**src/source/upct_pkg.sv**
```systemverilog
//--------------------------------------------------------------------
// shared widths and types for the upper-PC compression unit
// UPC_WIDTH is derived, so only PC_WIDTH and LPC_WIDTH are set here
// DEFAULT_UPCT_ENTRIES must be a power of two, at least 2
//--------------------------------------------------------------------

`default_nettype none

package upct_pkg;

    // full pc and its split
    localparam int PC_WIDTH  = 32;
    localparam int LPC_WIDTH = 10;
    localparam int UPC_WIDTH = PC_WIDTH - LPC_WIDTH;

    // pc types
    typedef logic [PC_WIDTH-1:0]  pc_t;
    typedef logic [UPC_WIDTH-1:0] upc_t;
    typedef logic [LPC_WIDTH-1:0] lpc_t;

    // table size used by the top level unless overridden
    localparam int DEFAULT_UPCT_ENTRIES = 8;

endpackage

`default_nettype wire

```
**src/source/one_hot_enc.sv**
```systemverilog
//--------------------------------------------------------------------
// one-hot to binary encoder with a valid flag
// result is only meaningful when at most one input bit is set
// WIDTH must be at least 2
//--------------------------------------------------------------------

`default_nettype none

module one_hot_enc #(
    parameter int WIDTH = 8
) (
    input  wire logic [WIDTH-1:0]         one_hot_in,
    output logic                          valid_out,
    output logic [$clog2(WIDTH)-1:0]      index_out
);

    localparam int IDX_W = $clog2(WIDTH);

    // any bit set
    assign valid_out = |one_hot_in;

    // or of the indices of all set bits
    // no priority, so two set bits give a merged index
    always_comb begin
        index_out = '0;
        for (int i = 0; i < WIDTH; i++) begin
            if (one_hot_in[i]) begin
                index_out = index_out | IDX_W'(i);
            end
        end
    end

endmodule

`default_nettype wire

```
**src/source/plru_updater.sv**
```systemverilog
//--------------------------------------------------------------------
// binary-tree pseudo-LRU, next state and victim, combinational only
// node 0 is the root, children of n are 2n+1 and 2n+2
// a node bit of 0 points at the lower half
// new_valid and touch_valid must not both be high
//--------------------------------------------------------------------

`default_nettype none

module plru_updater #(
    parameter int NUM_ENTRIES = 8
) (
    // only used by the assertion
    input  wire logic                           CLK,
    input  wire logic                           nRST,

    // current tree
    input  wire logic [NUM_ENTRIES-2:0]         plru_in,

    // victim allocation
    input  wire logic                           new_valid,
    output logic [$clog2(NUM_ENTRIES)-1:0]      new_index,

    // touch of an existing entry
    input  wire logic                           touch_valid,
    input  wire logic [$clog2(NUM_ENTRIES)-1:0] touch_index,

    // next tree
    output logic [NUM_ENTRIES-2:0]              plru_out
);

    localparam int IDX_W = $clog2(NUM_ENTRIES);

    // index whose path gets flipped
    logic [IDX_W-1:0] touch_sel;

    //--------------------------------------------------------------------
    // victim walk
    //--------------------------------------------------------------------

    // follow the pointers from the root, msb of the index first
    always_comb begin
        int node;
        node = 0;
        new_index = '0;
        for (int lvl = 0; lvl < IDX_W; lvl++) begin
            new_index[IDX_W-1-lvl] = plru_in[node];
            node = 2 * node + 1 + int'(plru_in[node]);
        end
    end

    //--------------------------------------------------------------------
    // touch
    //--------------------------------------------------------------------

    // allocation touches the victim it hands out
    assign touch_sel = new_valid ? new_index : touch_index;

    // point every node on the path away from the touched half
    always_comb begin
        int node;
        node = 0;
        plru_out = plru_in;
        if (new_valid || touch_valid) begin
            for (int lvl = 0; lvl < IDX_W; lvl++) begin
                plru_out[node] = ~touch_sel[IDX_W-1-lvl];
                node = 2 * node + 1 + int'(touch_sel[IDX_W-1-lvl]);
            end
        end
    end

    //--------------------------------------------------------------------
    // checks
    //--------------------------------------------------------------------

    // table control must pick one source of change per cycle
    a_single_source : assert property (
        @(posedge CLK) disable iff (!nRST)
        !(new_valid && touch_valid)
    ) else $error("plru: allocation and touch in the same cycle");

endmodule

`default_nettype wire

```
**src/source/upct.sv**
```systemverilog
//--------------------------------------------------------------------
// upper pc table, flip-flop array with cam lookup and plru replacement
// reads and updates see the array as it was at the start of the cycle
// an update wins the plru over a read in the same cycle
// reset fills every entry with upper pc zero
//--------------------------------------------------------------------

`default_nettype none

module upct import upct_pkg::*; #(
    parameter int UPCT_ENTRIES = DEFAULT_UPCT_ENTRIES
) (
    input  wire logic                            CLK,
    input  wire logic                            nRST,

    // read port, from the expander
    input  wire logic                            read_valid,
    input  wire logic [$clog2(UPCT_ENTRIES)-1:0] read_index,
    output upc_t                                 read_upc,

    // update port, from the packer
    input  wire logic                            update_valid,
    input  wire upc_t                            update_upc,
    output logic [$clog2(UPCT_ENTRIES)-1:0]      update_upct_index
);

    localparam int IDX_W = $clog2(UPCT_ENTRIES);

    //--------------------------------------------------------------------
    // state
    //--------------------------------------------------------------------

    // entry array and tree bits
    upc_t [UPCT_ENTRIES-1:0] upct_array;
    upc_t [UPCT_ENTRIES-1:0] next_upct_array;
    logic [UPCT_ENTRIES-2:0] plru;
    logic [UPCT_ENTRIES-2:0] next_plru;

    // entries replaced at least once since reset
    logic [UPCT_ENTRIES-1:0] entry_written;

    // cam results
    logic [UPCT_ENTRIES-1:0] match_vec;
    logic                    match_hit;
    logic [IDX_W-1:0]        match_index;

    // plru controls
    logic                    plru_new_valid;
    logic [IDX_W-1:0]        plru_new_index;
    logic                    plru_touch_valid;
    logic [IDX_W-1:0]        plru_touch_index;

    always_ff @(posedge CLK or negedge nRST) begin
        if (!nRST) begin
            upct_array    <= '0;
            plru          <= '0;
            entry_written <= '0;
        end else begin
            upct_array <= next_upct_array;
            plru       <= next_plru;
            if (plru_new_valid) begin
                entry_written[plru_new_index] <= 1'b1;
            end
        end
    end

    //--------------------------------------------------------------------
    // lookup
    //--------------------------------------------------------------------

    // plain array read, old contents
    assign read_upc = upct_array[read_index];

    // compare against every entry
    always_comb begin
        for (int i = 0; i < UPCT_ENTRIES; i++) begin
            match_vec[i] = (upct_array[i] == update_upc);
        end
    end

    one_hot_enc #(
        .WIDTH(UPCT_ENTRIES)
    ) cam_enc (
        .one_hot_in(match_vec),
        .valid_out (match_hit),
        .index_out (match_index)
    );

    //--------------------------------------------------------------------
    // control
    //--------------------------------------------------------------------

    // hit returns the match, anything else advertises the victim
    assign update_upct_index = match_hit ? match_index : plru_new_index;

    // miss allocates, hit touches, read touches only when idle
    assign plru_new_valid   = update_valid && !match_hit;
    assign plru_touch_valid = (update_valid && match_hit) || (!update_valid && read_valid);
    assign plru_touch_index = update_valid ? match_index : read_index;

    // victim entry takes the new upper pc
    always_comb begin
        next_upct_array = upct_array;
        if (plru_new_valid) begin
            next_upct_array[plru_new_index] = update_upc;
        end
    end

    plru_updater #(
        .NUM_ENTRIES(UPCT_ENTRIES)
    ) plru_upd (
        .CLK        (CLK),
        .nRST       (nRST),
        .plru_in    (plru),
        .new_valid  (plru_new_valid),
        .new_index  (plru_new_index),
        .touch_valid(plru_touch_valid),
        .touch_index(plru_touch_index),
        .plru_out   (next_plru)
    );

    // entries stay distinct once the reset zeros are all gone
    a_cam_unique : assert property (
        @(posedge CLK) disable iff (!nRST)
        (update_valid && (&entry_written)) |-> $onehot0(match_vec)
    ) else $error("upct: more than one entry matches the update");

endmodule

`default_nettype wire

```
**src/source/target_packer.sv**
```systemverilog
//--------------------------------------------------------------------
// splits a target pc into a table update and the lower bits
// registered result with a one-cycle latency and one target per cycle
// no back-pressure since the table answers in the same cycle
//--------------------------------------------------------------------

`default_nettype none

module target_packer import upct_pkg::*; #(
    parameter int UPCT_ENTRIES = DEFAULT_UPCT_ENTRIES
) (
    input  wire logic                            CLK,
    input  wire logic                            nRST,

    // incoming target
    input  wire logic                            target_valid,
    input  wire pc_t                             target_pc,

    // table update
    output logic                                 update_valid,
    output upc_t                                 update_upc,
    input  wire logic [$clog2(UPCT_ENTRIES)-1:0] update_upct_index,

    // packed result
    output logic                                 packed_valid,
    output logic [$clog2(UPCT_ENTRIES)-1:0]      packed_index,
    output lpc_t                                 packed_lpc
);

    // upper part goes to the table straight away
    assign update_valid = target_valid;
    assign update_upc   = target_pc[PC_WIDTH-1:LPC_WIDTH];

    // valid strobe
    always_ff @(posedge CLK or negedge nRST) begin
        if (!nRST) begin
            packed_valid <= 1'b0;
        end else begin
            packed_valid <= target_valid;
        end
    end

    // payload held between targets
    always_ff @(posedge CLK or negedge nRST) begin
        if (!nRST) begin
            packed_index <= '0;
            packed_lpc   <= '0;
        end else if (target_valid) begin
            packed_index <= update_upct_index;
            packed_lpc   <= target_pc[LPC_WIDTH-1:0];
        end
    end

endmodule

`default_nettype wire

```
**src/source/pc_expander.sv**
```systemverilog
//--------------------------------------------------------------------
// rebuilds a full pc from a table index and the lower bits
// registered result with a one-cycle latency and one request per cycle
// sees table contents from before any same-cycle replacement
//--------------------------------------------------------------------

`default_nettype none

module pc_expander import upct_pkg::*; #(
    parameter int UPCT_ENTRIES = DEFAULT_UPCT_ENTRIES
) (
    input  wire logic                            CLK,
    input  wire logic                            nRST,

    // packed pointer in
    input  wire logic                            expand_valid,
    input  wire logic [$clog2(UPCT_ENTRIES)-1:0] expand_index,
    input  wire lpc_t                            expand_lpc,

    // table read
    output logic                                 read_valid,
    output logic [$clog2(UPCT_ENTRIES)-1:0]      read_index,
    input  wire upc_t                            read_upc,

    // rebuilt pc
    output logic                                 pc_valid,
    output pc_t                                  pc
);

    // read request passes straight through
    assign read_valid = expand_valid;
    assign read_index = expand_index;

    always_ff @(posedge CLK or negedge nRST) begin
        if (!nRST) begin
            pc_valid <= 1'b0;
        end else begin
            pc_valid <= expand_valid;
        end
    end

    // upper part from the table and lower bits from the request
    always_ff @(posedge CLK or negedge nRST) begin
        if (!nRST) begin
            pc <= '0;
        end else if (expand_valid) begin
            pc <= {read_upc, expand_lpc};
        end
    end

    // valid must be clean once out of reset
    a_valid_known : assert property (
        @(posedge CLK) disable iff (!nRST)
        !$isunknown(pc_valid)
    ) else $error("pc_expander: pc_valid is unknown");

endmodule

`default_nettype wire

```
**src/source/upct_unit.sv**
```systemverilog
//--------------------------------------------------------------------
// upper-pc compression unit, packer and expander around one table
// both paths take one item per cycle with a fixed one-cycle latency
// UPCT_ENTRIES must be a power of two, at least 2
//--------------------------------------------------------------------

`default_nettype none

module upct_unit import upct_pkg::*; #(
    parameter int UPCT_ENTRIES = DEFAULT_UPCT_ENTRIES
) (
    input  wire logic                            CLK,
    input  wire logic                            nRST,

    // packing path
    input  wire logic                            target_valid,
    input  wire pc_t                             target_pc,
    output logic                                 packed_valid,
    output logic [$clog2(UPCT_ENTRIES)-1:0]      packed_index,
    output lpc_t                                 packed_lpc,

    // expanding path
    input  wire logic                            expand_valid,
    input  wire logic [$clog2(UPCT_ENTRIES)-1:0] expand_index,
    input  wire lpc_t                            expand_lpc,
    output logic                                 pc_valid,
    output pc_t                                  pc
);

    localparam int IDX_W = $clog2(UPCT_ENTRIES);

    // packer to table
    logic             update_valid;
    upc_t             update_upc;
    logic [IDX_W-1:0] update_upct_index;

    // expander to table
    logic             read_valid;
    logic [IDX_W-1:0] read_index;
    upc_t             read_upc;

    target_packer #(
        .UPCT_ENTRIES(UPCT_ENTRIES)
    ) packer (
        .CLK              (CLK),
        .nRST             (nRST),
        .target_valid     (target_valid),
        .target_pc        (target_pc),
        .update_valid     (update_valid),
        .update_upc       (update_upc),
        .update_upct_index(update_upct_index),
        .packed_valid     (packed_valid),
        .packed_index     (packed_index),
        .packed_lpc       (packed_lpc)
    );

    pc_expander #(
        .UPCT_ENTRIES(UPCT_ENTRIES)
    ) expander (
        .CLK         (CLK),
        .nRST        (nRST),
        .expand_valid(expand_valid),
        .expand_index(expand_index),
        .expand_lpc  (expand_lpc),
        .read_valid  (read_valid),
        .read_index  (read_index),
        .read_upc    (read_upc),
        .pc_valid    (pc_valid),
        .pc          (pc)
    );

    upct #(
        .UPCT_ENTRIES(UPCT_ENTRIES)
    ) table_i (
        .CLK              (CLK),
        .nRST             (nRST),
        .read_valid       (read_valid),
        .read_index       (read_index),
        .read_upc         (read_upc),
        .update_valid     (update_valid),
        .update_upc       (update_upc),
        .update_upct_index(update_upct_index)
    );

endmodule

`default_nettype wire

```
**config.mk**
```make
export PLATFORM = sky130hd
export DESIGN_NAME = upct_unit
export DESIGN_NICKNAME = d
export VERILOG_FILES = /design/src/source/upct_pkg.sv /design/src/source/one_hot_enc.sv /design/src/source/plru_updater.sv /design/src/source/upct.sv /design/src/source/target_packer.sv /design/src/source/pc_expander.sv /design/src/source/upct_unit.sv
export SDC_FILE = /design/constraint.sdc
export NUM_CORES = 1
export LEC_CHECK = 0
export BUFFER_PORTS_ARGS = -buffer_cell sky130_fd_sc_hd__buf_2
export CORE_ASPECT_RATIO = 2
export CORE_MARGIN = 5
export CORE_UTILIZATION = 55
export CTS_CLUSTER_DIAMETER = 120
export CTS_CLUSTER_SIZE = 28
export DETAILED_ROUTE_END_ITERATION = 10
export GPL_TIMING_DRIVEN = 0
export PLACE_DENSITY = 0.8
export SYNTH_ARGS = -nofsm -noshare
export SYNTH_HDL_FRONTEND = slang
export SYNTH_SLANG_ARGS = --single-unit
```
**constraint.sdc**
```tcl
create_clock -name CLK -period 4.9 [get_ports CLK]
set_input_delay 0.49 -clock CLK [delete_from_list [all_inputs] [get_ports CLK]]
set_output_delay 0.49 -clock CLK [all_outputs]
set_load 0.05 [all_outputs]
```
==> qor.yml <==
core_area_um2: 22100
end_kind: "flip-flop"
power_density_nw_per_um2: 610
clk_latency_ns: 0.49
drt-pass1-iter-count: 5
path_depth: 12
layout_min_cycle_time_ns: 3.87
crit_slowest_cell: "nor4_1"
grt-ovfl-total: 0
final_hold_viol_count: 0
io_buffers: 70
cts_buffers: 12
syn_inst: 927
crit_buf_inv: 1
grt_pass1_vias: 8564
yosysTopAreaCell: "dfrtp_1"
antenna_found_initial: 0
holdWs_ns: 0.0324
max_freq_mhz: 258
dp_hpwl_um: 26800
async_flop_share: 1.00
syn_to_final_growth_pct: 8.86
ys.flop_type: "dfrtp_1"
startpoint: "table_i.upct_array[138]"
p_total_mw: 8.16
slew_headroom: 0.107
grt_max_degree: 123
netlist_area_um2: 12300
fillers: 1721
crit-reg2reg-launch: "table_i.upct_array[138]"
post-route-util: 0.606
design_area_um2: 13400
start_util: 0.557
critPathMaxFanout: 7
io_pins: 96
viasPerCell: 6.26
yosysMostFrequentCell: "dfrtp_1"
rows: 77
die_y_um: 221
setup.worst_path.class: "flip-flop to flip-flop"
ys_ff_latch: 230
dieArea_um2: 25600
clock_skew_ns: 0.0305
crit_chain: "xor2_1 > nor4_1 > nand4_1 > o41ai_2 > or4_1 > buf_2 > o32a_1 > ha_1 > nand2_1 > nor2_1 > a22oi_1 > mux2_2"
synthTopCellsByCount: "dfrtp_1, mux2_2, xnor2_1, xor2_1, mux4_2"
netlist_top_cells_area: "dfrtp_1, mux2_2, mux4_2, xnor2_1, xor2_1"
clk_pin_slew_ns: 0.11
crit_required_ns: 5.27
postSynthNetCount: 986
drt_iter0_drc: 651
dpl_cell_area_um2: 13000
fp.dieW_um: 116
wl_per_cell_um: 27.4
syn_avg_cell_area_um2: 13.3
outcome: "complete, no violations"
cts.path.max_buffers: 3
synth-seq-area-share: 0.468
crit_path_max_incr_delay_ns: 0.66
cts_sinks: 230
drt-total-wl_um: 35300
setup_viol: 0
synth_top_area_frac: 0.468
rrSetupSlack_ns: 1.03
cp_top_family: "simple AND/OR/NAND/NOR gates"
p_leak_nw: 5.67
via_count: 8057
nets: 1071
ctsRootBufferMaster: "clkbuf_16"
start_kind: "flip-flop"
grt_pass1_wl_um: 52900
drive_gt1_frac: 0.390
drv_cap: 0
synth_edf_count: 0
dpl_worst_slack_ns: 0.878
yosysWarnings: 0
grtUsageTotal: 0.278
holdCritPathClass: "primary input to async pin"
cts.htree.levels: 1
ant_nets: 0
drc: 0
finalCritPeriodShare: 0.790
arrival_ns: 4.25
rsz0062_at_grt: "no"
gp_congestion: 1.00
cts_resized: 0
cts_tree: "done"
synth_cell_types: 40
drv_slew: 0
irDropWorstVdd_mv: 0.355
hold_buffers: 0
cts_setup_buffers: 0
worst_slew_pin_slew_ns: 1.34
layout_setup_ws_ns: 1.03
antennaDiodeCount: 0
reg2reg_depth: 12
-- where the power goes --
| group | switching (mW) | internal, mW |
|---|---|---|
| logic | 1.84 | 1.68 |
| clock network | 0.632 | 0.491 |
| registers | 0.770 | 2.75 |
-- final cells by class --
class	instances	area [um2]	area share
multi-input combinational	608	6050	0.452
sequential	230	5760	0.430
buffer	83	459	0.0343
timing repair buffer	71	388	0.0290
tap	276	345	0.0258
clock buffer	13	325	0.0243
clock inverter	1	30.0	0.00224
inverter	6	22.5	0.00168
-- sequential cells by signal, indices dropped and copies added (netlist names) --
signal / cells
expander.pc: 32
expander.pc_valid: 1
packer.packed_index: 3
packer.packed_lpc: 10
packer.packed_valid: 1
table_i.plru: 7
table_i.upct_array: 176
-- path summary, 6_finish.rpt --
kind	endpoint
worst max-delay path	table_i.plru[1]
worst min-delay path	expander.pc[25]
worst max register to register	table_i.plru[1]
worst min register to register	packer.packed_lpc[1]
max in group asynchronous	table_i.upct_array[17]
min in group CLK	packer.packed_valid
-- per-stage QoR --
| stage | setup TNS, ns | cells |
|---|---|---|
| global placement | -148.01 | 1273 |
| global route | 0 | 1288 |
| floorplan | 0 | 927 |
| finish | 0 | 1288 |
| detailed placement | 0 | 1274 |
| CTS | 0 | 1288 |
-- layout by cell type (no fill, tap or decap), types with 5 or more instances in the layout --
cell	netlist	layout
buf_6	6	6
xor2_1	84	84
nor4_1	26	26
nand4_1	30	30
buf_2	34	103
clkbuf_1	22	22
clkbuf_16	0	13
a21oi_1	24	24
inv_1	5	5
mux2i_1	22	22
mux4_2	44	44
ha_1	10	10
buf_4	16	16
xnor2_1	92	92
nand2_1	16	16
mux2_2	203	203
buf_1	5	5
nor2_1	31	31
dfrtp_1	230	230
-- cells by family (layout without fill, tap and decap cells) --
kind of cell	after synthesis	in the layout	synth area share
AND/OR/NAND/NOR	113	113	0.0496
AO/OA/AOI/OAI	38	38	0.0207
buffers and inverters	89	174	0.0392
adder cells (fa/ha/maj)	10	10	0.0102
flip-flops	230	230	0.468
multiplexers	271	271	0.287
XOR/XNOR	176	176	0.125
-- layer usage --
metal	global-route usage	part of all wire	vias to the layer above
met4	0.219	0.10	0
li1	-	-	3456
met1	0.300	0.33	4102
met2	0.478	0.51	345
met3	0.0355	0.053	154
met5	0	0	-
-- worst reg2reg max path: stages (launching register included) --
cell,delay (ns)
dfrtp_1,0.42
xor2_1,0.18
nor4_1,0.66
nand4_1,0.28
o41ai_2,0.50
or4_1,0.19
buf_2,0.18
o32a_1,0.35
ha_1,0.29
nand2_1,0.11
nor2_1,0.06
a22oi_1,0.18
mux2_2,0.36
(Power assumes the default switching activity.)
